===== src/logic/register_file.sv =====
`timescale 1ns/1ps

module register_file (
    input  logic        clk,
    input  logic        arst_n,
    input  logic [4:0]  rs1_idx,
    input  logic [4:0]  rs2_idx,
    output logic [31:0] rs1_data,
    output logic [31:0] rs2_data,
    input  logic        wb_en,
    input  logic [4:0]  wb_idx,
    input  logic [31:0] wb_data
);
    logic [31:0] regs [32];

    always_ff @(posedge clk or negedge arst_n) begin
        if (!arst_n) begin
            for (int i = 0; i < 32; i++)
                regs[i] <= '0;
        end else if (wb_en && wb_idx != 5'd0) begin
            regs[wb_idx] <= wb_data;
        end
    end

    // r0 reads as zero whatever was written
    assign rs1_data = (rs1_idx == 5'd0) ? '0 : regs[rs1_idx];
    assign rs2_data = (rs2_idx == 5'd0) ? '0 : regs[rs2_idx];

endmodule


===== config.mk =====
export PLATFORM = sky130hd
export DESIGN_NAME = register_file
export DESIGN_NICKNAME = d
export VERILOG_FILES = /design/src/logic/register_file.sv
export SDC_FILE = /design/constraint.sdc
export NUM_CORES = 2
export LEC_CHECK = 0
export BUFFER_PORTS_ARGS = -buffer_cell sky130_fd_sc_hd__buf_2
export CELL_PAD_IN_SITES_DETAIL_PLACEMENT = 1
export CELL_PAD_IN_SITES_GLOBAL_PLACEMENT = 2
export CORE_MARGIN = 1.5
export CORE_UTILIZATION = 25
export DETAILED_ROUTE_END_ITERATION = 10
export GPL_ROUTABILITY_DRIVEN = 1
export PLACE_DENSITY_LB_ADDON = 0.1
export SLEW_MARGIN = 5
export SYNTH_ARGS = -nofsm -noshare
export SYNTH_HDL_FRONTEND = slang
export SYNTH_SLANG_ARGS = --single-unit

===== constraint.sdc =====
create_clock -name clk -period 6.4 [get_ports clk]
set_clock_uncertainty 0.1 [all_clocks]
set_input_delay 0.96 -clock clk [delete_from_list [all_inputs] [get_ports clk]]
set_output_delay 0.96 -clock clk [all_outputs]
set_load 0.01 [all_outputs]

# After elaboration in Yosys (flattened, before gate mapping)
# Cells that the tools add are included.
[totals] regBits=1024 inputBits=50 output_inout_bits=64 word_cells=55
[op_classes] order_cmp=4 mux=11 n_bitwise=3 n_reduce_logical=5
[op_table] operator="1024-bit bitwise mux" count=1
[op_table] operator="32-bit binary-select mux with 5-bit select" count=2
[op_table] operator="32-bit two-way mux" count=7
[op_table] operator="32-bit demux with 5-bit select" count=1
[op_table] operator="6-bit greater-or-equal comparator (second input constant)" count=3
[op_table] operator="5-bit NOT with 6-bit output" count=3
[op_table] operator="5-bit zero test" count=2
[op_table] operator="6-bit by 1-bit less-than comparator with 1-bit output (second input constant)" count=1
[op_table] operator="5-bit nonzero test" count=1
[op_table] operator="1-bit logical AND" count=2

# Depth between registers and ports, before layout
[logic_depth] ltp_word=6 depth_mapped=7 depth_no_buf=4

# Worst setup path before layout
# Ideal clock, no wire load.
[synth_path] path_kind="input to output" start="input rs1_idx[0]" end="output rs1_data[0]" arrival_time_ns=2.400 required_time_ns=5.340 path_slack_ns=2.940 cell_stages=7 n_path_buf=3 cell_sequence="buf_2 > inv_1 > buf_2 > buf_2 > nor2_1 > a22oi_1 > a311oi_1"
[synth_via] elab_chain_cells=5 elab_cells_between_ends=6 cone_classes="4 x mux; 1 x bitwise; 1 x reduce/logical"
[synth_lines] item="from (decl)" line="6" rtl="input logic [4:0] rs1_idx,"
[synth_lines] item="5-bit NOT with 6-bit output (not written as such)" line="26" rtl="assign rs1_data = (rs1_idx == 5'd0) ? '0 : regs[rs1_idx];"
[synth_lines] item="32-bit binary-select mux with 5-bit select" line="26"
[synth_lines] item="32-bit two-way mux (not written as such) (2 in a row)" line="26"
[synth_lines] item="32-bit two-way mux *" line="26"
[synth_lines] item="to (decl)" line="8" rtl="output logic [31:0] rs1_data,"
# Mark *: on every way between the ends. The rest lies on a longest branch, timed or not. The select of a mux whose other input is x is not followed.

# Final worst setup path
[layout_path] start="input rs2_idx[3]" end="output rs2_data[12]"
[layout_via] elab_chain_cells=5 elab_cells_between_ends=6 cone_classes="4 x mux; 1 x bitwise; 1 x reduce/logical"
[layout_lines] item="from (decl)" line="7" rtl="input logic [4:0] rs2_idx,"
[layout_lines] item="5-bit NOT with 6-bit output (not written as such)" line="27" rtl="assign rs2_data = (rs2_idx == 5'd0) ? '0 : regs[rs2_idx];"
[layout_lines] item="32-bit binary-select mux with 5-bit select" line="27"
[layout_lines] item="32-bit two-way mux (not written as such) (2 in a row)" line="27"
[layout_lines] item="32-bit two-way mux *" line="27"
[layout_lines] item="to (decl)" line="9" rtl="output logic [31:0] rs2_data,"
# Marked as above.

==> qor.csv <==
metric,value,unit
mean routed wirelength per cell,35.1,um
grt ovf,0,
RR Endpoint,regs[980]$_DFFE_PN0P_,
Area Overhead vs Synth,15.6,%
root buf cell,clkbuf_16,
layout cells sized above 1,54.6,%
PwrDens,325,nW/um2
CTS tree,yes,
Critical Path RT,5340,ps
PostCTS Resize Cnt,0,
RSZ-0062 raised after global routing,false,
crit start category,input port,
Relative slew margins,18.6,%
dpl hpwl,140000,um
"CTS clk-pin slew, worst paths",60,ps
initial antenna violation count,14,
vias in the first global route,37500,
Pleak,26.3,nW
cts-stage hold buffer count,0,
Die Wd,469,um
Pint,0.0146,W
Cell Rows,171,
worst slew pin tran,1210,ps
postcts setup bufs,0,
post-synth top area share,47.1,%
Synth Register Bits,1024,
I/O pins,114,
warnings from Yosys,0,
outcome,completed,
routability cong.,0.745,
Routed Antenna Nets,0,
Top reg by flops,regs,
DRC viols,0,
Initial Util,25.1,%
combinational fraction of design power,19.8,%
Max Used Layer,met5,
sequential share of power,42.3,%
part of the Yosys area used for sequential elements,47.1,%
first-pass GRT wire length,325000,um
Max Cap Viol,0,
Critical Path End Type,output pin,
largest net degree at the start of global routing,130,
Die ar.,220000,um2
Slew Limit Fails,0,
Post-Synthesis Cells,3621,
hold crit path type,input port to asynchronous set/reset pin,
Final Cycle Share,83.7,%
height of the die,469,um
routed wire length,230000,um
"EDFF count, synth",0,
max reg flops,1024,
"Top FF cell, synth",dfrtp_1,
Synth Net Count,3671,
setup tns final,0,ps
critical path arrival,4300,ps
Num CTS Buffers,136,
CORE AREA,217000,um2
Reg2Reg Setup Slack,5490,ps
vias,34400,
"count leader, synth",mux2_2,
met1 wire length,105000,um
"Hold Vio Cnt, Final",0,
Switching Share,28.5,%
NumNets Final,3642,
R2R cell count,1,
Final Setup Violations,0,
worst-skew pair later-pin latency,800,ps
1st-iter DRT viols,1970,
largest fanout on the critical path,19,
Post-synth top cells,"1046 x mux2_2, 1024 x dfrtp_1, 448 x mux4_2",
Mapped Area,54400,um2
WHS,145,ps
minimum clock period,5360,ps
ys async rst share,100,%
Highest Clock Rate,187,MHz
largest registers,regs: 1024 flops,
GRT Overall Usage,20.9,%
Pre-Repair DR Iteration Count,4,
Setup WS post-layout,1040,ps
Synth area leaders,"dfrtp_1 47%, mux2_2 22%, mux4_2 19%",
metal3 WL,6490,um
Syn Area/Cell,15.0,um2
CTS Sinks,1024,
Routed met2 length,113000,um
H-tree depth,4,
largest area contributor in the netlist,dfrtp_1,
port bufs,113,
post-DR vias/cell,5.26,
r2r startpoint,regs[980]$_DFFE_PN0P_,
P_sw,0.00583,W
Clk pwr share,37.9,%
Yosys cell types,35,
dpl ws,919,ps
clock buffer depth,3,
maximum vdd ir drop,0.000301,V
Crit Path Category,input port to output pin,
==> metal layers <==
layer / up-vias / global-route usage [%]
met5: - / 0
met4: 6 / 5.39
met3: 253 / 2.57
met2: 577 / 34.9
met1: 19600 / 28.5
li1: 14000 / -
==> worst max-delay path, stage by stage <==
cell	delay [ps]
buf_2	590
or2_4	240
or4_2	720
buf_4	380
o21ai_0	200
a311oi_1	840
buf_2	280
==> how the worst max path moves through the flow <==
stage               start            to  slack (ps)  cells after the start
6_report       rs2_idx[3]  rs2_data[12]        1040                      7
5_1_grt        rs2_idx[3]  rs2_data[12]        1030                      7
4_1_cts        rs2_idx[3]  rs2_data[12]         910                      7
3_5_place_dp   rs2_idx[3]  rs2_data[12]         920                      7
3_3_place_gp   rs2_idx[3]  rs2_data[11]         850                      7
2_1_floorplan  rs1_idx[0]   rs1_data[0]        2940                      7
==> logic make-up after synthesis <==
family | Yosys count | share of synthesized area [%]
muxes | 1632 | 42.8
buffers and inverters | 434 | 3.63
AOI/OAI and AO/OA | 366 | 4.84
DFF | 1024 | 47.1
and+or+nand+nor | 165 | 1.61
==> metrics by stage <==
stage	instances	cell area, um2	util (%)	power [W]
CTS	6543	62800	29.0	0.0208
finish	6550	62800	29.0	0.0204
floorplan	3621	54400	-	0.0112
detailed placement	6308	58400	26.9	0.0128
global placement	6308	58400	26.9	0.0128
global route	6548	62800	29.0	0.0214
==> area by class of cell <==
type | count | area (um2)
clock inverters | 28 | 310
diodes | 7 | 17.5
repair buffers | 265 | 2080
well taps | 2854 | 3570
multi-input cells | 2163 | 27100
clock buffers | 207 | 4120
inverters | 2 | 12.5
flip-flops and latches | 1024 | 25600
fillers | 22400 | 154000
==> power groups by stage <==
| stage | combinational (W) | sequential (W) | clock (W) |
|---|---|---|---|
| final | 0.00404 | 0.00864 | 0.00775 |
| after global routing | 0.00432 | 0.00883 | 0.00824 |
| after CTS | 0.00412 | 0.00862 | 0.00802 |
| after detailed placement | 0.00410 | 0.00873 | 0 |
| after global placement | 0.00406 | 0.00871 | 0 |
| after floorplan | 0.00287 | 0.00837 | 0 |
==> cells in the final DEF, fill, tap and decap left out, types with 30 or more instances in the layout <==
cell / netlist / routed
mux2i_1: 128 / 128
a211oi_1: 64 / 64
buf_4: 34 / 127
clkbuf_1: 223 / 34
clkbuf_8: 0 / 30
o21ai_0: 101 / 101
clkbuf_16: 0 / 143
nand2_1: 49 / 38
mux2_2: 1046 / 1046
dfrtp_1: 1024 / 1024
a221oi_1: 46 / 46
buf_2: 170 / 106
nor2b_1: 71 / 66
a22oi_1: 64 / 64
a311oi_1: 64 / 57
mux4_2: 448 / 448
No activity file was read; power rests on OpenSTA's default activity.
