## config.mk

```make
export PLATFORM = sky130hd
export DESIGN_NAME = mem_arbiter
export DESIGN_NICKNAME = d
export VERILOG_FILES = /design/src/logic/core_pkg.sv /design/src/logic/mem_arbiter.sv
export SDC_FILE = /design/constraint.sdc
export NUM_CORES = 1
export LEC_CHECK = 0
export BUFFER_PORTS_ARGS = -buffer_cell sky130_fd_sc_hd__buf_2
export CORE_AREA = 2 2 127 129
export DETAILED_ROUTE_END_ITERATION = 7
export DIE_AREA = 0 0 129 131
export GPL_ROUTABILITY_DRIVEN = 0
export HOLD_SLACK_MARGIN = 0.06
export REMOVE_ABC_BUFFERS = 1
export SLEW_MARGIN = 20
export SYNTH_ARGS = -nofsm -noshare
export SYNTH_HDL_FRONTEND = slang
export SYNTH_SLANG_ARGS = --single-unit
```

## constraint.sdc

```tcl
create_clock -name clk -period 1.1 [get_ports clk]
set_input_delay 0.22 -clock clk [delete_from_list [all_inputs] [get_ports clk]]
set_output_delay 0.22 -clock clk [all_outputs]
set_load 0.05 [all_outputs]
```

## src/logic/core_pkg.sv

```systemverilog
package core_pkg;

    typedef enum logic [3:0] {
        op_add,
        op_sub,
        op_addi,
        op_ld,
        op_st,
        op_beq,
        op_bne,
        op_break,
        op_nop
    } op_e;

    typedef struct packed {
        logic [31:0] pc;
        logic [31:0] inst;
    } if_id_t;

    typedef struct packed {
        logic [31:0] pc;
        logic [31:0] inst;
        op_e         op;
        logic [31:0] src1;
        logic [31:0] src2;   // rk for alu ops, rd for store and branch
        logic [31:0] imm;
        logic [4:0]  rd;
        logic        we;
    } id_ex_t;

    typedef struct packed {
        logic [31:0] pc;
        logic [31:0] inst;
        op_e         op;
        logic [31:0] alu;     // result or byte address
        logic [31:0] st_data;
        logic [4:0]  rd;
        logic        we;
    } ex_mem_t;

    typedef struct packed {
        logic        valid;
        logic [4:0]  rd;
        logic [31:0] value;
        logic        is_load; // value not there yet
    } fwd_t;

    typedef struct packed {
        logic [31:0] pc;
        logic [31:0] inst;
        logic        wreg_en;
        logic [4:0]  wreg_idx;
        logic [31:0] wdata;
        logic        is_break;
    } commit_t;

    typedef struct packed {
        logic [31:0] addr;    // word address
        logic [31:0] wdata;
        logic        we;
    } mem_req_t;

endpackage

```

## src/logic/mem_arbiter.sv

```systemverilog
`timescale 1ns/1ps

module mem_arbiter import core_pkg::*; #(
    parameter int mem_words = 1024
) (
    input  logic        clk,
    input  logic        arst_n,
    input  logic        host_we,
    input  logic [31:0] host_addr,
    input  logic [31:0] host_wdata,
    input  logic        data_req,
    input  logic [31:0] data_addr,
    input  logic [31:0] data_wdata,
    input  logic        data_we,
    output logic        data_gnt,
    input  logic        inst_req,
    input  logic [31:0] inst_addr,
    output logic        inst_gnt,
    output mem_req_t    mem_req,
    output logic        mem_en,
    input  logic [31:0] mem_rdata,
    output logic [31:0] data_rdata,
    output logic [31:0] inst_rdata
);
    localparam int aw = $clog2(mem_words);

    logic data_own_q;   // last cycle's read belongs to the data port
    logic inst_own_q;

    function automatic logic [31:0] word_addr(input logic [31:0] byte_addr);
        return 32'(byte_addr[aw+1:2]);
    endfunction

    // host, then data, then instruction
    assign data_gnt = data_req && !host_we;
    assign inst_gnt = inst_req && !host_we && !data_req;
    assign mem_en   = host_we || data_req || inst_req;

    always_comb begin
        if (host_we)
            mem_req = '{addr: word_addr(host_addr), wdata: host_wdata, we: 1'b1};
        else if (data_req)
            mem_req = '{addr: word_addr(data_addr), wdata: data_wdata, we: data_we};
        else
            mem_req = '{addr: word_addr(inst_addr), wdata: '0, we: 1'b0};
    end

    always_ff @(posedge clk or negedge arst_n) begin
        if (!arst_n) begin
            data_own_q <= 1'b0;
            inst_own_q <= 1'b0;
        end else begin
            data_own_q <= data_gnt && !data_we;
            inst_own_q <= inst_gnt;
        end
    end

    assign data_rdata = data_own_q ? mem_rdata : '0;
    assign inst_rdata = inst_own_q ? mem_rdata : '0;

    // the host port is only driven while the core is idle
    assert property (@(posedge clk) disable iff (!arst_n)
        host_we |-> !(data_req || inst_req));

endmodule

```

# After elaboration in Yosys (flattened, before gate mapping)
# Cells that the tools add are included.
# word_totals
input_bits	198
output_inout_bits	132
reg_bits	2
word_cells	15
# op_classes
n_mux	4
n_reduce_logical	9
# ops
op	n
65-bit 2-to-1 mux	1
32-bit 2-to-1 mux	2
43-bit 2-to-1 mux	1
1-bit logical AND	4
1-bit zero test	3
1-bit logical OR	2

# Longest topological paths before layout
# logic_depth
word_depth	3
depth_mapped	5
depth_no_buf	2

# Least setup slack after synthesis
# Ideal clock, no wire load.
# synth_timing
path_kind	input-to-reg
start	input port host_we
end	register inst_own_q
path_slack_ns	-0.883
required_time_ns	0.848
stages	3
setup_ns	0.252
arrival_time_ns	1.731
n_path_buf	2
path_cell_list	buf_2 > buf_2 > nor3b_1
# synth_via
elab_chain_cells	3
# synth_rtl
item	line	text
from (decl)	mem_arbiter.sv:8	input logic host_we,
1-bit zero test	mem_arbiter.sv:36	assign inst_gnt = inst_req && !host_we && !data_req;
1-bit logical AND (2 in a row)	mem_arbiter.sv:36	
named net inst_gnt	mem_arbiter.sv:18	output logic inst_gnt,
to (signal assigned)	mem_arbiter.sv:54	inst_own_q <= inst_gnt;
to (decl)	mem_arbiter.sv:28	logic inst_own_q;
# The timed path passes the listed nets, and every way through them passes these cells.

# Worst setup path in the final report
# layout_timing
start	register data_own_q
end	output port data_rdata[4]
# layout_via
elab_chain_cells	1
# layout_rtl
item	line	text
from (decl)	mem_arbiter.sv:27	logic data_own_q;
from (signal assigned)	mem_arbiter.sv:53	data_own_q <= data_gnt && !data_we;
32-bit 2-to-1 mux	mem_arbiter.sv:58	assign data_rdata = data_own_q ? mem_rdata : '0;
to (decl)	mem_arbiter.sv:22	output logic [31:0] data_rdata,
# Every way passes these cells.

==> results by group <==
Outcome
  • Status: complete, but fails checks
  • Failing checks: negative setup slack

Power and ir drop
  • Switching part of the total: 0.4872
  • Reg power frac: 0.028
  • Clk pwr share: 0.193
  • Int Power: around 1.4 mW
  • PnR Total Power: around 2.8 mW
  • Max IR drop VDD: between 0.0004 and 0.0005 V
  • Combinational share of power: 0.778
  • Net Switching: roughly 1.4 mW
  • Pwr dens: approximately 700 mW/mm²
  • Static leakage: between 2 and 2.5 nW

Setup path
  • CP delay by family, top: flip-flops
  • Critical Path RT: ~0.9 ns
  • Critical Path Fanout Max: 32
  • WP buf/inv: 2
  • Critical Path Start Type: flip-flop
  • Worst Setup End Kind: primary output
  • CP arrival: 1.10 ns
  • Largest stage delay on the critical path: ~0.38 ns
  • Critical path class: flip-flop to primary output
  • Slowest-stage cell, CP: dfrtp_1
  • Worst-path cell chain: buf_12 > and2_1 > buf_6

Route
  • Wirelength, routed: roughly 8 mm
  • DRC viols: 0
  • Antenna Nets Post-Route: 0
  • Vias: 2148
  • Drt wl/cell: 12.40 µm
  • Detailed Routing Iterations Pass 1: 3
  • Via-to-Cell Ratio: 3.410
  • Starting DRT DRC Count: 35

Placement
  • Pre-CTS setup slack: -0.2957 ns
  • Port Buffer Count: ~240
  • Placed inst area: 0.002880 mm²
  • HPWL Detailed: around 6.1 mm

Floorplanning
  • Core ar.: 0.01560 mm²
  • Die Height: 131 µm
  • IO Pins: 330
  • Die ar.: ~0.017 mm²
  • Rows: 46
  • Initial core utilization: 0.07990
  • Die Span X: roughly 130 µm

Final layout
  • Area occupied by multi-input gates: 0.001175 mm²
  • Nets@finish: 614
  • Antenna diode count: 0
  • Final core utilization: 0.2518
  • Fraction of layout cells with a size suffix above 1: 0.6981
  • Storage cell area: approximately 50 µm²
  • Cell area after layout: 0.003928 mm²
  • Fill count: 1647
  • Area growth from synthesis to layout: 215.2%

CTS
  • CTS buffer count: 3
  • Clock buffer depth: 2
  • Sink Count: 2
  • Clk root buf: clkbuf_16
  • H-tree Lvls: 1
  • CTS tree: done
  • Worst-path clk slew: around 0.030 ns

Synthesis
  • Synthesis warning total: 0
  • Part of the Yosys area used for sequential elements: 0.04016
  • #FFs+latches synth: 2
  • Number of distinct library cells after synthesis: 16
  • Syn Area/Cell: 7.162 µm²
  • Post-Synthesis Cells: 174
  • Syn Std Cell Area: 0.001246 mm²

Global routing
  • GR Util All Layers: 0.07655
  • Global-route wire length before repair: 9.970 mm
  • GRT Residual Overflow: 0
  • Vias in the first global route: 1974
  • Largest net degree at the start of global routing: 33
  • Initial antenna violation count: 0

Timing
  • RSZ-0062 raised after global routing: true
  • Final Hold Viols: 0
  • Final worst-path cycle share: 1.201
  • Final setup violating endpoints: 109
  • Fmax: 756.8 MHz
  • Count of final max-slew check failures: 0
  • Tmin final: 1.321 ns
  • Final worst slack: -0.2213 ns

Run
  • Number of max-cap violations: 0

Min path
  • Hold Crit Class: input pin to async pin
-- synthesized netlist by cell type --
| library cell | n | area (µm²) |
|---|---|---|
| nor2b_4 | 1 | 13.76 |
| nor3b_1 | 1 | 7.510 |
| and2b_1 | 1 | 7.510 |
| conb_1 | 1 | 3.750 |
| mux2i_1 | 10 | 100.1 |
| buf_6 | 5 | 56.30 |
| a21o_1 | 1 | 7.510 |
| dfrtp_1 | 2 | 50.05 |
| buf_2 | 6 | 30.03 |
| nand2_1 | 10 | 37.54 |
| or3_1 | 1 | 6.260 |
| and2_1 | 64 | 400.4 |
| clkbuf_1 | 6 | 22.52 |
| o21ai_1 | 10 | 50.05 |
| a22o_1 | 32 | 280.3 |
| buf_4 | 23 | 172.7 |
-- power by group through the flow --
stage | clock network [mW] | registers (mW) | logic (mW)
floorplan | 0 | 0.0885 | 1.05
global placement | 0 | 0.0799 | 1.78
detailed placement | 0 | 0.0800 | 1.79
CTS | 0.548 | 0.0792 | 2.12
global route | 0.565 | 0.0794 | 2.27
finish | 0.539 | 0.0792 | 2.17
-- flip-flops by register name, summed over array words and instances, names as in the netlist --
| name | count |
|---|---|
| inst_own_q | 1 |
| data_own_q | 1 |
-- worst max-delay path by stage --
stage	startpoint	endpoint	slack, ns	depth (start not counted)
after floorplan	data_req	inst_own_q	-0.57	1
after global placement	data_req	mem_req[33]	-0.31	5
after detailed placement	host_we	mem_req[4]	-0.30	5
after CTS	data_own_q	data_rdata[21]	-0.22	3
after global routing	data_own_q	data_rdata[11]	-0.25	3
final	data_own_q	data_rdata[4]	-0.22	3
-- cell type report --
| type | instances | area share |
|---|---|---|
| clock buffer | 3 | 0.01911 |
| timing repair buffer | 256 | 0.6002 |
| tap | 216 | 0.06881 |
| sequential | 2 | 0.01274 |
| multi-input combinational | 153 | 0.2991 |
-- repair_timing --
item | 4_1_cts | 5_1_grt
cloned | 2 | 1
hold endpoints to repair | 2 | 0
hold buffers | 1 | 0
pin swaps | 6 | 8
endpoints found under the setup margin | 110 | 109
buffers inserted | 0 | 4
gates resized for setup | 227 | 21
-- cell families after synthesis --
group | synth area share
multiplexers | 0.08032
AND/OR/NAND/NOR | 0.3795
other | 0.003009
buffers and inverters | 0.2259
AO/OA/AOI/OAI | 0.2711
flip-flops | 0.04016
-- routing by layer --
layer | GRT usage | part of all wire
met1 | 0.08065 | 0.35
met2 | 0.1640 | 0.54
met3 | 0.008550 | 0.10
met4 | 0.009591 | 0
met5 | 0 | 0
-- through the flow --
stage	TNS (ns)	hold slack, ns	instances
after global routing	-21.88	0.3428	630
final	-17.97	0.3262	630
after floorplan	-32.52	-0.07559	155
after CTS	-17.67	0.3000	626
after detailed placement	-11.11	0.009038	620
after global placement	-10.81	0.007269	620
-- placed cells by master, fill, tap and decap left out, types with 2 or more instances in the layout --
master     Yosys  final
buf_2          6    129
buf_6          5     90
and2_1        64     58
buf_12         0     24
a22o_1        32     23
conb_1         1     22
nand2_1       10      9
a22o_4         0      9
buf_8          0      8
o21ai_2        0      7
mux2i_1       10      7
and2_4         0      6
clkbuf_16      0      4
mux2i_2        0      2
o21ai_4        0      2
buf_16         0      2
dfrtp_1        2      2
(Power assumes the default switching activity.)
