`config.mk`:
```
export PLATFORM = sky130hd
export DESIGN_NAME = fetch_stage
export DESIGN_NICKNAME = d
export VERILOG_FILES = /design/src/logic/core_pkg.sv /design/src/logic/fetch_stage.sv
export SDC_FILE = /design/constraint.sdc
export NUM_CORES = 1
export LEC_CHECK = 0
export ABC_AREA = 1
export BUFFER_PORTS_ARGS = -buffer_cell sky130_fd_sc_hd__clkbuf_2
export CAP_MARGIN = 20
export CORE_AREA = 2 2 149 151
export CTS_CLUSTER_SIZE = 40
export DETAILED_ROUTE_END_ITERATION = 6
export DIE_AREA = 0 0 151 153
export PLACE_DENSITY_LB_ADDON = 0.3
export SYNTH_ARGS = -nofsm -noshare
export SYNTH_HDL_FRONTEND = slang
export SYNTH_SLANG_ARGS = --single-unit
```
`constraint.sdc`:
```
create_clock -name clk -period 4.6 [get_ports clk]
set_clock_uncertainty 0.1 [all_clocks]
set_input_delay 0.92 -clock clk [delete_from_list [all_inputs] [get_ports clk]]
set_output_delay 0.92 -clock clk [all_outputs]
set_load 0.03 [all_outputs]
```
`src/logic/core_pkg.sv`:
```
package core_pkg;

    typedef enum logic [3:0] {
        op_add,
        op_sub,
        op_addi,
        op_ld,
        op_st,
        op_beq,
        op_bne,
        op_break,
        op_nop
    } op_e;

    typedef struct packed {
        logic [31:0] pc;
        logic [31:0] inst;
    } if_id_t;

    typedef struct packed {
        logic [31:0] pc;
        logic [31:0] inst;
        op_e         op;
        logic [31:0] src1;
        logic [31:0] src2;   // rk for alu ops, rd for store and branch
        logic [31:0] imm;
        logic [4:0]  rd;
        logic        we;
    } id_ex_t;

    typedef struct packed {
        logic [31:0] pc;
        logic [31:0] inst;
        op_e         op;
        logic [31:0] alu;     // result or byte address
        logic [31:0] st_data;
        logic [4:0]  rd;
        logic        we;
    } ex_mem_t;

    typedef struct packed {
        logic        valid;
        logic [4:0]  rd;
        logic [31:0] value;
        logic        is_load; // value not there yet
    } fwd_t;

    typedef struct packed {
        logic [31:0] pc;
        logic [31:0] inst;
        logic        wreg_en;
        logic [4:0]  wreg_idx;
        logic [31:0] wdata;
        logic        is_break;
    } commit_t;

    typedef struct packed {
        logic [31:0] addr;    // word address
        logic [31:0] wdata;
        logic        we;
    } mem_req_t;

endpackage

```
`src/logic/fetch_stage.sv`:
```
`timescale 1ns/1ps

module fetch_stage import core_pkg::*; #(
    parameter logic [31:0] reset_pc = 32'h0
) (
    input  logic        clk,
    input  logic        arst_n,
    input  logic        enable,
    output logic        inst_req,
    output logic [31:0] inst_addr,
    input  logic        inst_gnt,
    input  logic [31:0] inst_rdata,
    input  logic        flush,
    input  logic [31:0] redirect_pc,
    output logic        out_valid,
    input  logic        out_ready,
    output if_id_t      out
);
    logic [31:0] pc;
    logic [31:0] resp_pc;   // pc of the word now on inst_rdata
    logic        pending;
    logic        slot_valid;
    if_id_t      slot;
    logic        take;
    logic        slot_next;

    // a fresh response is shown directly until the slot has to hold it
    assign out_valid = slot_valid || pending;
    assign out       = slot_valid ? slot : if_id_t'{pc: resp_pc, inst: inst_rdata};
    assign take      = out_valid && out_ready;

    // the next response must find the slot empty after this edge
    assign slot_next = !flush && ((slot_valid && pending) || (out_valid && !take));
    assign inst_req  = enable && !flush && !slot_next;
    assign inst_addr = pc;

    always_ff @(posedge clk or negedge arst_n) begin
        if (!arst_n) begin
            pc         <= reset_pc;
            pending    <= 1'b0;
            slot_valid <= 1'b0;
        end else begin
            pending    <= inst_gnt;   // flush cycle never has a grant
            slot_valid <= slot_next;
            if (flush)
                pc <= redirect_pc;
            else if (inst_gnt)
                pc <= pc + 32'd4;
        end
    end

    always_ff @(posedge clk) begin
        if (inst_gnt)
            resp_pc <= pc;
        if (pending && (slot_valid ? take : !take))
            slot <= '{pc: resp_pc, inst: inst_rdata};
    end

    // a response with nowhere to go would be lost
    assert property (@(posedge clk) disable iff (!arst_n)
        pending |-> !slot_valid);

endmodule

```
==> Yosys cells after proc, flatten, opt, wreduce, memory -nomap -nowiden <==
Cells that the tools add are included.
{ "op_classes": {"n_addsub": 1, "mul": 0, "div": 0, "order_cmp": 0, "eq_ne": 0, "shifts": 0, "muxes": 4, "bitwise": 0, "n_reduce_logical": 13} }
{ "op_table": {"columns": ["op", "n"], "rows": [
  ["2-to-1 mux 32 bit", 2],
  ["2-to-1 mux 64 bit", 1],
  ["adder 32 x 3 -> 32 bit (second input constant)", 1],
  ["logical AND 1 bit", 7],
  ["logical NOT 1 bit", 3],
  ["logical OR 1 bit", 2],
  ["nonzero test 2 bit", 1],
  ["2-to-1 mux 1 bit", 1]
]} }
{ "totals": {"reg_bits": 130, "latchBits": 0, "mem_bits_rw": 0, "mem_bits_ro": 0, "in_bits": 70, "output_inout_bits": 98, "wordCells": 24, "memories": 0} }

==> Longest topological paths before layout <==
{ "logic_depth": {"ltp_word": 8, "ltp_mapped": 9} }

==> Worst setup path before layout <==
Ideal clock, no wire load.
{ "synth_path": {"path_kind": "input to register", "start": "in out_ready", "end": "reg slot[0] (netlist name) (enable)", "setup_ps": 488, "t_arrival_ps": 3763, "slack_ps": 250, "stages": 4, "path_buffers": 0, "cell_sequence": "inv_1 -> nand2_1 -> nand2_1 -> nor2_1"} }
{ "synth_between": {"elab_chain_len": 4} }
{ "synth_lines": {"columns": ["element", "line_no", "text"], "rows": [
  ["from (decl)", "fetch_stage.sv:16", "input logic out_ready,"],
  ["logical AND 1 bit (*)", "fetch_stage.sv:30", "assign take = out_valid && out_ready;"],
  ["logical NOT 1 bit", "fetch_stage.sv:55", "if (pending && (slot_valid ? take : !take))"],
  ["2-to-1 mux 1 bit (*)", "fetch_stage.sv:55", null],
  ["logical AND 1 bit (*)", "fetch_stage.sv:55", null],
  ["to (signal assigned)", "fetch_stage.sv:56", "slot <= '{pc: resp_pc, inst: inst_rdata};"],
  ["to (decl)", "fetch_stage.sv:23", "if_id_t slot;"]
]} }
Mark *: on every way between the ends. The rest lies on a longest branch, timed or not.
A chain may end at the register's enable or synchronous reset.

==> summary.txt <==
CTS
  • Total CTS buffers: 17
  • Clock Path Buffers: 2
  • Post-CTS Hold Fix Bufs: 0
  • Sink Count: 130
  • Clock-pin slew on the worst setup and hold paths: 0.06 ns
  • CTS tree: done
  • Worst-Skew Late Latency: 0.42 ns
  • Postcts setup bufs: 0
  • H-tree levels: 4
  • Post-CTS resize count: 0
  • Clk root buf: clkbuf_16

Global routing
  • Top Usage Layer GRT: met2
  • GR Util met1: 18.6%
  • Gr usage total: 13.7%
  • Met2 GRT Util: 21.6%
  • Antenna violations before repair: 0
  • Vias in the first global route: 4,314
  • GR Layer Usage met3: 2.51%
  • Largest net degree at the start of global routing: 66
  • First-pass GRT wire length: 24,000 um
  • Gr ovfl total: 0

Logic synthesis
  • Syn Inst Count: 633
  • Mapped Nets: 704
  • Register area share after synthesis: 63.0%
  • Syn Area/Cell: 9.36 um^2
  • Cell area after synthesis: 0.00592 mm^2
  • Yosys cell types: 26
  • Seq cells post-synth: 130
  • Yosys warns: 0

STA
  • Final Critical Period: 3.17 ns
  • Slew Viols, Final: 0
  • Least-Margin Pin Slew: 0.930 ns
  • Setup WS post-layout: 1.43 ns
  • Crit share post-route: 69.0%
  • RSZ-0062 raised after global routing: false
  • Fmax: 315 MHz
  • Final Hold Violating Endpoints: 0
  • Count of final setup violators: 0
  • Worst slew margin: 38.0%
  • Final TNS setup: 0 ns

Layout
  • Final Cell Area: 0.00762 mm^2
  • Layout cell share with drive strength beyond 1: 27.9%
  • Fin cells: 1,095
  • Layout area overhead: 28.6%
  • Final #Nets: 873
  • Commonest non-fill, non-tap cells in the layout: 312 x nand2_1, 167 x clkbuf_2, 96 x edfxtp_1
  • Commonest non-fill, non-tap cell in the layout: nand2_1
  • Antenna diode count: 0

Floorplan
  • Initial Utilization: 27.6%
  • Die Ht: 153 um
  • Die area: 0.0231 mm^2
  • Placeable Area: 0.0215 mm^2
  • Boundary pin count: 168
  • DIE WIDTH: 151 um
  • Rows: 54

Critical path
  • Crit path DAT: 2.15 ns
  • Critical Path Sink Type: output pin
  • Setup CP Type: reg2out
  • Critical path launch point: slot_valid$_DFF_PN0_
  • Startpoint Class: register
  • Worst r2r src: slot_valid$_DFF_PN0_
  • Max Fanout on Critical Path: 34
  • WP data required: 3.58 ns

Routing
  • Via Count: 4,700
  • Remaining DRCs: 0
  • TritonRoute pass-1 iters: 4
  • Drt first-iter violations: 303
  • Final ANT Viol Nets: 0
  • DR vias/cell: 4.29
  • Routed WL: 15,500 um
  • WL/cell: 14.2 um

Min path
  • Hold Crit Start: resp_pc[11]$_DFFE_PP_
  • Hold WC Path Type: reg2reg

Place
  • Post-DP HPWL: 11,000 um
  • Placed Area: 0.00706 mm^2
  • PortBufs: 167
  • Inst Count DP: 1,062
  • Gpl congestion: 0.767
  • Dpl ws: 1.59 ns

Run status
  • Outcome: complete, no violations

Pwr
  • Pwr Density: 419 mW/mm^2
  • PnR Total Power: 3.19 mW
  • Pleak: 3.49 nW
  • Worst VDD drop: 0.000238 V

Flow run
  • Max-cap violations: 0
## critical path, cell delays in order, from the launching register on
cell	delay, ns
dfrtp_2	0.56
inv_2	0.49
buf_12	0.27
nand2_1	0.08
nand2_1	0.11
clkbuf_2	0.22
## flip-flops by register name (all words and copies together) (netlist names)
name and count:
slot 64, inst_addr 32, resp_pc 32, pending 1, slot_valid 1
## where the power goes
| group | internal, mW | total [mW] | switching (mW) |
|---|---|---|---|
| Sequential | 1.37 | 1.46 | 0.0875 |
| Clock | 0.736 | 1.24 | 0.506 |
| Combinational | 0.140 | 0.497 | 0.358 |
## cell usage after synthesis
library cell	count	area (um^2)
inv_2	1	3.75
nor2_2	7	43.8
a21oi_1	2	10.0
nand2_1	312	1170
buf_2	5	25.0
buf_4	2	15.0
dfrtp_1	34	851
nand2_2	6	37.5
edfxtp_1	96	2880
a22oi_1	21	158
nor2_4	6	67.6
o21ai_0	6	30.0
o211ai_1	3	22.5
o21ai_1	1	5.00
inv_1	28	105
o21bai_1	3	22.5
nand3_1	34	170
a21boi_0	1	7.51
and2_1	3	18.8
nor2_1	38	143
xor2_1	5	43.8
buf_1	4	15.0
ha_1	1	12.5
clkbuf_1	12	45.0
nand2_4	1	11.3
a211oi_1	1	7.51
## routing by layer
metal | up-vias | part of all wire [%] | wire, um
met5 | - | 0 | 0
met4 | 0 | 1.9 | 289
met3 | 19 | 3.8 | 584
met2 | 117 | 46 | 7170
met1 | 2145 | 48 | 7450
li1 | 2419 | - | -
## worst paths after layout
path                       slack [ns]                   endpoint  cells after the start
setup reg to reg                 2.33         slot[61]$_DFFE_PP_                      3
min in group asynchronous        0.53  inst_addr[26]$_DFFE_PN0N_                      1
hold / removal                   0.35         slot[43]$_DFFE_PP_                      0
hold reg to reg                  0.35         slot[43]$_DFFE_PP_                      0
max in group asynchronous        3.22       slot_valid$_DFF_PN0_                      1
setup / recovery                 1.43                    out[49]                      5
## cells by family (layout without fill, tap and decap cells)
| kind of cell | Yosys count | in the layout | synth area share, % |
|---|---|---|---|
| buffers and inverters | 52 | 234 | 3.53 |
| xor gates and xnor gates | 5 | 5 | 0.739 |
| DFF | 130 | 130 | 63.0 |
| and+or+nand+nor | 407 | 407 | 28.1 |
| adders and majority gates | 1 | 1 | 0.211 |
| AOI/OAI and AO/OA | 38 | 38 | 4.44 |
## cell type report
class	count	area, um^2
Inverter	29	109
Timing Repair Buffer	173	893
Multi-Input combinational cell	451	1990
Sequential cell	130	3730
Tap cell	280	350
Fill cell	2219	13900
Clock buffer	17	425
Clock inverter	15	116
## stage by stage
| stage | hold slack (ns) | utilization (%) |
|---|---|---|
| final | 0.348 | 35.5 |
| after CTS | 0.346 | 35.4 |
| after global placement | 0.331 | 32.9 |
| after global routing | 0.356 | 35.5 |
| after detailed placement | 0.334 | 32.9 |
| after floorplan | 0.327 | - |
No activity file was read; power rests on OpenSTA's default activity.
