--- src/logic/core_pkg.sv ---
package core_pkg;

    typedef enum logic [3:0] {
        op_add,
        op_sub,
        op_addi,
        op_ld,
        op_st,
        op_beq,
        op_bne,
        op_break,
        op_nop
    } op_e;

    typedef struct packed {
        logic [31:0] pc;
        logic [31:0] inst;
    } if_id_t;

    typedef struct packed {
        logic [31:0] pc;
        logic [31:0] inst;
        op_e         op;
        logic [31:0] src1;
        logic [31:0] src2;   // rk for alu ops, rd for store and branch
        logic [31:0] imm;
        logic [4:0]  rd;
        logic        we;
    } id_ex_t;

    typedef struct packed {
        logic [31:0] pc;
        logic [31:0] inst;
        op_e         op;
        logic [31:0] alu;     // result or byte address
        logic [31:0] st_data;
        logic [4:0]  rd;
        logic        we;
    } ex_mem_t;

    typedef struct packed {
        logic        valid;
        logic [4:0]  rd;
        logic [31:0] value;
        logic        is_load; // value not there yet
    } fwd_t;

    typedef struct packed {
        logic [31:0] pc;
        logic [31:0] inst;
        logic        wreg_en;
        logic [4:0]  wreg_idx;
        logic [31:0] wdata;
        logic        is_break;
    } commit_t;

    typedef struct packed {
        logic [31:0] addr;    // word address
        logic [31:0] wdata;
        logic        we;
    } mem_req_t;

endpackage

--- src/logic/memory_stage.sv ---
`timescale 1ns/1ps

module memory_stage import core_pkg::*; (
    input  logic        clk,
    input  logic        arst_n,
    input  logic        in_valid,
    output logic        in_ready,
    input  ex_mem_t     in,
    output logic        data_req,
    output logic [31:0] data_addr,
    output logic [31:0] data_wdata,
    output logic        data_we,
    input  logic        data_gnt,
    input  logic [31:0] data_rdata,
    output fwd_t        fwd_mem,
    output logic        wb_en,
    output logic [4:0]  wb_idx,
    output logic [31:0] wb_data,
    output commit_t     commit,
    output logic        commit_valid
);
    logic        is_ld;
    logic        is_st;
    logic        load_wait;   // data of the granted load arrives this cycle
    logic        done;
    logic [31:0] result;

    assign is_ld = in.op == op_ld;
    assign is_st = in.op == op_st;

    assign data_req   = in_valid && (is_st || (is_ld && !load_wait));
    assign data_addr  = in.alu;
    assign data_wdata = in.st_data;
    assign data_we    = is_st;

    assign done     = in_valid && (is_st ? data_gnt : (is_ld ? load_wait : 1'b1));
    assign in_ready = !in_valid || done;
    assign result   = is_ld ? data_rdata : in.alu;

    always_ff @(posedge clk or negedge arst_n) begin
        if (!arst_n)
            load_wait <= 1'b0;
        else
            load_wait <= data_gnt && is_ld;
    end

    assign fwd_mem = '{valid: in_valid && in.we, rd: in.rd, value: result,
                       is_load: is_ld && !load_wait};

    assign wb_en   = done && in.we;
    assign wb_idx  = in.rd;
    assign wb_data = result;

    assign commit_valid = done;
    assign commit = '{pc: in.pc, inst: in.inst, wreg_en: in.we, wreg_idx: in.rd,
                      wdata: result, is_break: in.op == op_break};

endmodule

--- config.mk ---
export PLATFORM = sky130hd
export DESIGN_NAME = memory_stage
export DESIGN_NICKNAME = d
export VERILOG_FILES = /design/src/logic/core_pkg.sv /design/src/logic/memory_stage.sv
export SDC_FILE = /design/constraint.sdc
export NUM_CORES = 1
export LEC_CHECK = 0
export ABC_CLOCK_PERIOD_IN_PS = 1440
export BUFFER_PORTS_ARGS = -buffer_cell sky130_fd_sc_hd__buf_2
export CAP_MARGIN = 10
export CORE_AREA = 2 2 163 165
export DETAILED_ROUTE_END_ITERATION = 6
export DIE_AREA = 0 0 165 167
export GPL_TIMING_DRIVEN = 0
export PLACE_DENSITY_LB_ADDON = 0.3
export SKIP_CTS_REPAIR_TIMING = 1
export SYNTH_ARGS = -nofsm -noshare
export SYNTH_HDL_FRONTEND = slang
export SYNTH_SLANG_ARGS = --single-unit
--- constraint.sdc ---
create_clock -name clk -period 1.44 [get_ports clk]
set_clock_uncertainty 0.15 [all_clocks]
set_input_delay 0.216 -clock clk [delete_from_list [all_inputs] [get_ports clk]]
set_output_delay 0.216 -clock clk [all_outputs]
set_load 0.02 [all_outputs]
# Word-level counts from Yosys, hierarchy flattened
# Index checks and enable logic that the tools add are counted.
[classes] eq_ne=3 n_reduce_logical=10 n_mux=3
[ops] operator="32-bit 2-to-1 mux" count=1
[ops] operator="4-bit by 3-bit == test with 1-bit output, second input constant" count=2
[ops] operator="1-bit logical AND" count=6
[ops] operator="4-bit by 2-bit == test with 1-bit output, second input constant" count=1
[ops] operator="1-bit zero test" count=2
[ops] operator="1-bit logical OR" count=2
[ops] operator="1-bit 2-to-1 mux" count=2
[word_totals] out_inout_bits=248 inputBits=174 wordCells=17 reg_bits=1

# Longest topological paths before layout
# Gate-level depths: netlist of the first run.
[logic_depth] depth_word=5 ltp_mapped=5 depth_no_buf=3

# Worst setup path after synthesis of the first run
# No wires, ideal clock.
[synth_timing] path_type="input to output" startpoint="input port in[72] (netlist bit)" endpoint="output port data_req" required_time_ns=1.074 cell_stages=3 path_slack_ns=-0.209 arrival_ns=1.283 path_buffers=0 path_cell_list="or2b_1 > nor3_1 > o21a_1"
[synth_via] word_cells_on_any_way=5 classes_between="eq/ne: 2; reduce/logical: 3"
[synth_lines] item="from (decl)" line="memory_stage.sv:8" rtl="input ex_mem_t in,"
[synth_lines] item="4-bit by 3-bit == test with 1-bit output" line="memory_stage.sv:29" rtl="assign is_st = in.op == op_st;"
[synth_lines] item="net data_we" line="memory_stage.sv:12" rtl="output logic data_we,"
[synth_lines] item="1-bit logical OR" line="memory_stage.sv:31" rtl="assign data_req = in_valid && (is_st || (is_ld && !load_wait));"
[synth_lines] item="1-bit logical AND" line="memory_stage.sv:31"
[synth_lines] item="to (decl)" line="memory_stage.sv:9" rtl="output logic data_req,"
# The timed path passes the listed nets, and every way through them passes these cells.

==> results.sh, run 1 <==
export IMPL_outcome="finished with violations"
export IMPL_violations="negative setup slack"
export IMPL_core_area_sq_mm=0.0258
export IMPL_synth_top_flop_cell="dfrtp_1"
export IMPL_clk_pin_slew_ns=0
export IMPL_cp_required_ns=1.07
export IMPL_timing_critical_path_buf_inv=5
export IMPL_die_y_um=167
export IMPL_drv_cap=0
export IMPL_cp_slowest_cell="mux2_4"
export IMPL_io_buffers=320
export IMPL_path_max_fanout=10
export IMPL_largest_register_ffs=1
export IMPL_setup_slack_ns=-0.461
export IMPL_placed_cells=915
export IMPL_top_register="load_wait"
export IMPL_stdcell_count=920
export IMPL_synth_edf_count=0
export IMPL_synth_top_area_cell="buf_4"
export IMPL_slew_viol_final=0
export IMPL_cp_start_kind="primary input"
export IMPL_drive_above_1_share_pct=98.1
export IMPL_fin_area_sq_mm=0.00506
export IMPL_dr_total_vias=2527
export IMPL_top_regs="load_wait x1"
export IMPL_viasPerCell=2.75
export IMPL_synth_nets=434
export IMPL_die_w_um=165
export IMPL_async_reset_ff_share_pct=100
export IMPL_fmax_ghz=0.526
export IMPL_synth_area_top_cells="buf_4 (70%), mux2_4 (20%), buf_12 (2.7%), mux2_2 (1.5%), dfrtp_1 (1.1%)"
export IMPL_first_pass_iters=4
export IMPL_finalSetupViolCount=101
export IMPL_tightest_slew_ns=0.188
export IMPL_hp_class="primary input to flop"
export IMPL_worstPathCellList="buf_6 -> and4bb_1 -> buf_12 -> buf_12 -> mux2_4 -> buf_6 -> buf_6"
export IMPL_dpl_cell_area_sq_mm=0.00450
export IMPL_rsz0062_at_grt="yes"
export IMPL_critPathKind="primary input to primary output"
export IMPL_post_route_drc_count=0
export IMPL_ys_ff_latch=1
export IMPL_diodes=0
export IMPL_grt_overflow=0
export IMPL_grt_pass1_wl_mm=12.6
export IMPL_seq_area_frac_synth_pct=1.12
export IMPL_rows=59
export IMPL_yosys_top_cells_count="buf_4 (208), mux2_4 (29), buf_12 (3), mux2_2 (3), nor2b_1 (3)"
export IMPL_dieArea_sq_mm=0.0276
export IMPL_relSlewSlack_pct=87.4
export IMPL_finalWirelength_mm=9.86
export IMPL_globalplace_congestion=0.803
export IMPL_period_share_pct=132
export IMPL_critPathArrivalTime_ns=1.54
export IMPL_grt_pass1_vias=2114
export IMPL_yosys_warnings=0
export IMPL_drt_iter0_drc=32
export IMPL_leakage_nw=2.85
export IMPL_nFillCells=2869
export IMPL_yosysMostFrequentCell="buf_4"
export IMPL_yosys_area_top_type_share_pct=70.0
export IMPL_cp_top_family="buffers and inverters"
export IMPL_syn_area_per_cell_sq_um=8.59
export IMPL_vdd_ir_drop_max_mv=0.161
export IMPL_ys_types=17
export IMPL_grt_usage_pct=5.76
export IMPL_areaGrowthSynthToFinish_pct=127
export IMPL_timing_final_hold_violations=0
export IMPL_wl_per_cell_um=10.7
export IMPL_drt_antenna_violating_nets=0
export IMPL_start_util_pct=8.66
export IMPL_slowest_delay_ns=0.34
export IMPL_crit_top_cell="buf_6"
export IMPL_layout_nets=761
export IMPL_endpoint_kind="primary output"
export IMPL_whs_ns=0.295
export IMPL_grt_max_degree=11
export IMPL_syn_area_sq_mm=0.00223
export IMPL_period_minus_slack_ns=1.90
export IMPL_fin_util_pct=19.6
export IMPL_tns_ns=-40.26
export IMPL_place_hpwl_mm=9.01
export IMPL_io_pins=422
export IMPL_antenna_found_initial=0
export IMPL_power_density_mw_per_mm2=395
export IMPL_syn_inst=260
## worst paths after layout
path / start / endpoint / slack [ns] / depth (start not counted)
min: data_gnt / load_wait / 0.29 / 2
min in group asynchronous: arst_n / load_wait / 0.38 / 2
max: in[72] / fwd_mem[7] / -0.46 / 7
max in group asynchronous: arst_n / load_wait / 0.68 / 2
## where the power goes
group          internal, mW  leakage (nW)  switching (mW)
Sequential           0.0291        0.0139        0.000253
Combinational          1.05          2.83           0.920
Clock                     0             0               0
Total                  1.08          2.85           0.921
## area by class of cell
| cell class | count | area (sq um) | area share, % |
|---|---|---|---|
| sequential | 1 | 25.0 | 0.495 |
| tap | 335 | 419 | 8.29 |
| multi-input combinational | 47 | 613 | 12.1 |
| timing repair buffer | 325 | 2140 | 42.3 |
| buffer | 212 | 1860 | 36.8 |
## kinds of logic after synthesis
group / share of synthesized area [%]
buffers and inverters: 73.2
muxes: 21.0
and+or+nand+nor: 3.98
AOI/OAI and AO/OA: 0.729
DFF: 1.12
## placed cells by master (no fill, tap or decap)
cell             n
buf_6          132
and4bb_1         1
nor3_2           1
nor2b_2          2
and2_1           2
nor2b_4          1
buf_4          160
nor2_1           1
or2b_1           1
or4bb_1          1
nand2_1          1
buf_12           4
buf_2          239
dlygate4sd3_1    1
clkbuf_16        1
nand2_2          1
or4b_1           1
dfrtp_1          1
a21oi_4          1
mux2_4          32
o21a_1           1
## routing by layer
metal / track usage (%) / vias up / wire length, um
met4: 0.151 / 0 / 57
met2: 9.53 / 127 / 4850
li1: - / 1263 / -
met1: 8.73 / 1133 / 4290
met3: 0.149 / 4 / 656
met5: 0 / - / 0
## stage by stage
step	worst slack (ns)	total power, mW
after floorplan	-0.179	1.26
after global placement	-0.512	1.80
after detailed placement	-0.509	1.79
after CTS	-0.509	1.80
after global routing	-0.499	2.10
final	-0.461	2.00
No activity file was read; power rests on OpenSTA's default activity.
==> run 2, diff against run 1 <==
- ABC_AREA: not set -> 1
- CORE_AREA: 2 2 163 165 -> 2 2 165 167
- DIE_AREA: 0 0 165 167 -> 0 0 167 169
==> results.sh, run 2 <==
export IMPL_outcome="finished with violations"
export IMPL_violations="negative setup slack"
export IMPL_io_pins=422
export IMPL_dieArea_sq_mm=0.0282
export IMPL_vdd_ir_drop_max_mv=0.153
export IMPL_synth_simple_area_share_pct=21.9
export IMPL_synthAdderAreaFrac_pct=0
export IMPL_critPathArrivalTime_ns=1.30
export IMPL_synth_area_top_cells="buf_4 (73%), nand2_1 (12%), nand3_1 (7.8%), buf_6 (1.6%), inv_1 (1.2%)"
export IMPL_largest_register_ffs=1
export IMPL_grt_max_degree=11
export IMPL_grt_usage_pct=6.10
export IMPL_first_pass_iters=4
export IMPL_cp_start_kind="primary input"
export IMPL_setup_slack_ns=-0.226
export IMPL_nFillCells=2972
export IMPL_diodes=0
export IMPL_mostFrequentLayoutCell="buf_2"
export IMPL_seq_area_frac_synth_pct=1.15
export IMPL_synth_top_area_cell="buf_4"
export IMPL_syn_area_per_cell_sq_um=6.42
export IMPL_die_w_um=167
export IMPL_grt_overflow=0
export IMPL_ys_ff_latch=1
export IMPL_antenna_found_initial=0
export IMPL_hp_class="primary input to flop"
export IMPL_globalplace_congestion=0.786
export IMPL_leakage_nw=3.02
export IMPL_synthMuxAreaShare_pct=0
export IMPL_start_util_pct=8.18
export IMPL_fmax_ghz=0.600
export IMPL_die_y_um=169
export IMPL_viasPerCell=3.04
export IMPL_top_register="load_wait"
export IMPL_cp_required_ns=1.07
export IMPL_grt_pass1_wl_mm=13.8
export IMPL_synth_nets=512
export IMPL_rows=60
export IMPL_grt_pass1_vias=2538
export IMPL_timing_final_hold_violations=0
export IMPL_path_max_fanout=8
export IMPL_syn_area_sq_mm=0.00217
export IMPL_drive_above_1_share_pct=92.4
export IMPL_power_density_mw_per_mm2=391
export IMPL_period_minus_slack_ns=1.67
export IMPL_fin_util_pct=20.1
export IMPL_period_share_pct=116
export IMPL_endpoint_kind="primary output"
export IMPL_drt_antenna_violating_nets=0
export IMPL_io_buffers=320
export IMPL_areaGrowthSynthToFinish_pct=146
export IMPL_post_route_drc_count=0
export IMPL_whs_ns=0.345
export IMPL_yosys_warnings=0
export IMPL_rsz0062_at_grt="yes"
export IMPL_slew_viol_final=0
export IMPL_dr_total_vias=3082
export IMPL_relSlewSlack_pct=85.7
export IMPL_synth_xor_area_share_pct=0
export IMPL_synth_top_flop_cell="dfrtp_1"
export IMPL_wl_per_cell_um=11.0
export IMPL_drt_iter0_drc=41
export IMPL_finalWirelength_mm=11.1
export IMPL_layout_nets=848
export IMPL_top_regs="load_wait x1"
export IMPL_yosys_area_top_type_share_pct=73.1
export IMPL_synth_compound_area_share_pct=0.231
export IMPL_clk_pin_slew_ns=0
export IMPL_finalSetupViolCount=100
export IMPL_syn_inst=338
export IMPL_synth_edf_count=0
export IMPL_synth_top_family_by_area="buffers and inverters"
export IMPL_most_common_layout_cells="buf_2 (233), buf_4 (223), buf_6 (81)"
export IMPL_yosys_top_cells_count="buf_4 (211), nand2_1 (69), nand3_1 (34)"
export IMPL_yosysMostFrequentCell="buf_4"
export IMPL_ys_types=13
export IMPL_drv_cap=0
export IMPL_tightest_slew_ns=0.214
export IMPL_async_reset_ff_share_pct=100
export IMPL_core_area_sq_mm=0.0265
export IMPL_place_hpwl_mm=9.38
export IMPL_critPathKind="primary input to primary output"
## run 2: changes by cell type after synthesis, sizes merged, moves of 2 or more
cell	before	now
nand2	2	70
nor2	1	6
buf	212	217
nor2b	3	0
and2	2	0
inv	0	8
nand3	0	34
mux2	32	0
## run 2: critical path: stages
cell       delay [ns]
buf_8            0.10
nor2_4           0.11
buf_12           0.14
nand2_8          0.11
clkbuf_16        0.18
nand2_1          0.07
nand2_2          0.08
buf_4            0.14
buf_4            0.14
## run 2: cell families after synthesis
logic type,count (synthesis)
buffers and inverters,225
AND/OR/NAND/NOR,111
flip-flops,1
AO/OA/AOI/OAI,1
## run 2: path summary, 6_finish.rpt
check | endpoint | from | slack, ns | cells after the start
worst max-delay path | fwd_mem[2] | in[72] | -0.23 | 9
worst min-delay path | load_wait | data_gnt | 0.34 | 3
min in group asynchronous | load_wait | arst_n | 0.38 | 2
max in group asynchronous | load_wait | arst_n | 0.68 | 2
## run 2: area by class of cell
cell class / instances / area, sq um / share of cell area (%)
plain buffers: 217 / 1760 / 33.1
inverters: 8 / 37.5 / 0.704
well taps: 341 / 427 / 8.00
flip-flops and latches: 1 / 25.0 / 0.469
repair buffers: 334 / 2260 / 42.3
multi-input cells: 112 / 823 / 15.4
## run 2: power by group
group	total, mW	switching (mW)	leakage [nW]	internal (mW)
combinational	2.06	1.02	3.01	1.04
sequential	0.0292	0.000103	0.0139	0.0291
clock	0	0	0	0
total	2.09	1.02	3.02	1.07
## run 2: stage by stage
stage | power, mW | cells | worst slack [ns] | setup TNS, ns | area (sq um)
CTS | 1.73 | 999 | -0.590 | -43.54 | 4200
floorplan | 1.17 | 338 | 0.0492 | 0 | 2170
detailed placement | 1.73 | 999 | -0.591 | -43.46 | 4200
global placement | 1.73 | 999 | -0.626 | -45.67 | 4200
finish | 2.09 | 1013 | -0.226 | -13.86 | 5340
global route | 2.20 | 1013 | -0.278 | -19.52 | 5340
## run 2: layer usage
metal	vias to the layer above	GRT usage (%)	routed length, um
met3	2	0.725	983
met5	-	0	0
met1	1355	6.83	3820
li1	1502	-	-
met2	223	12.7	6270
met4	0	0.262	48
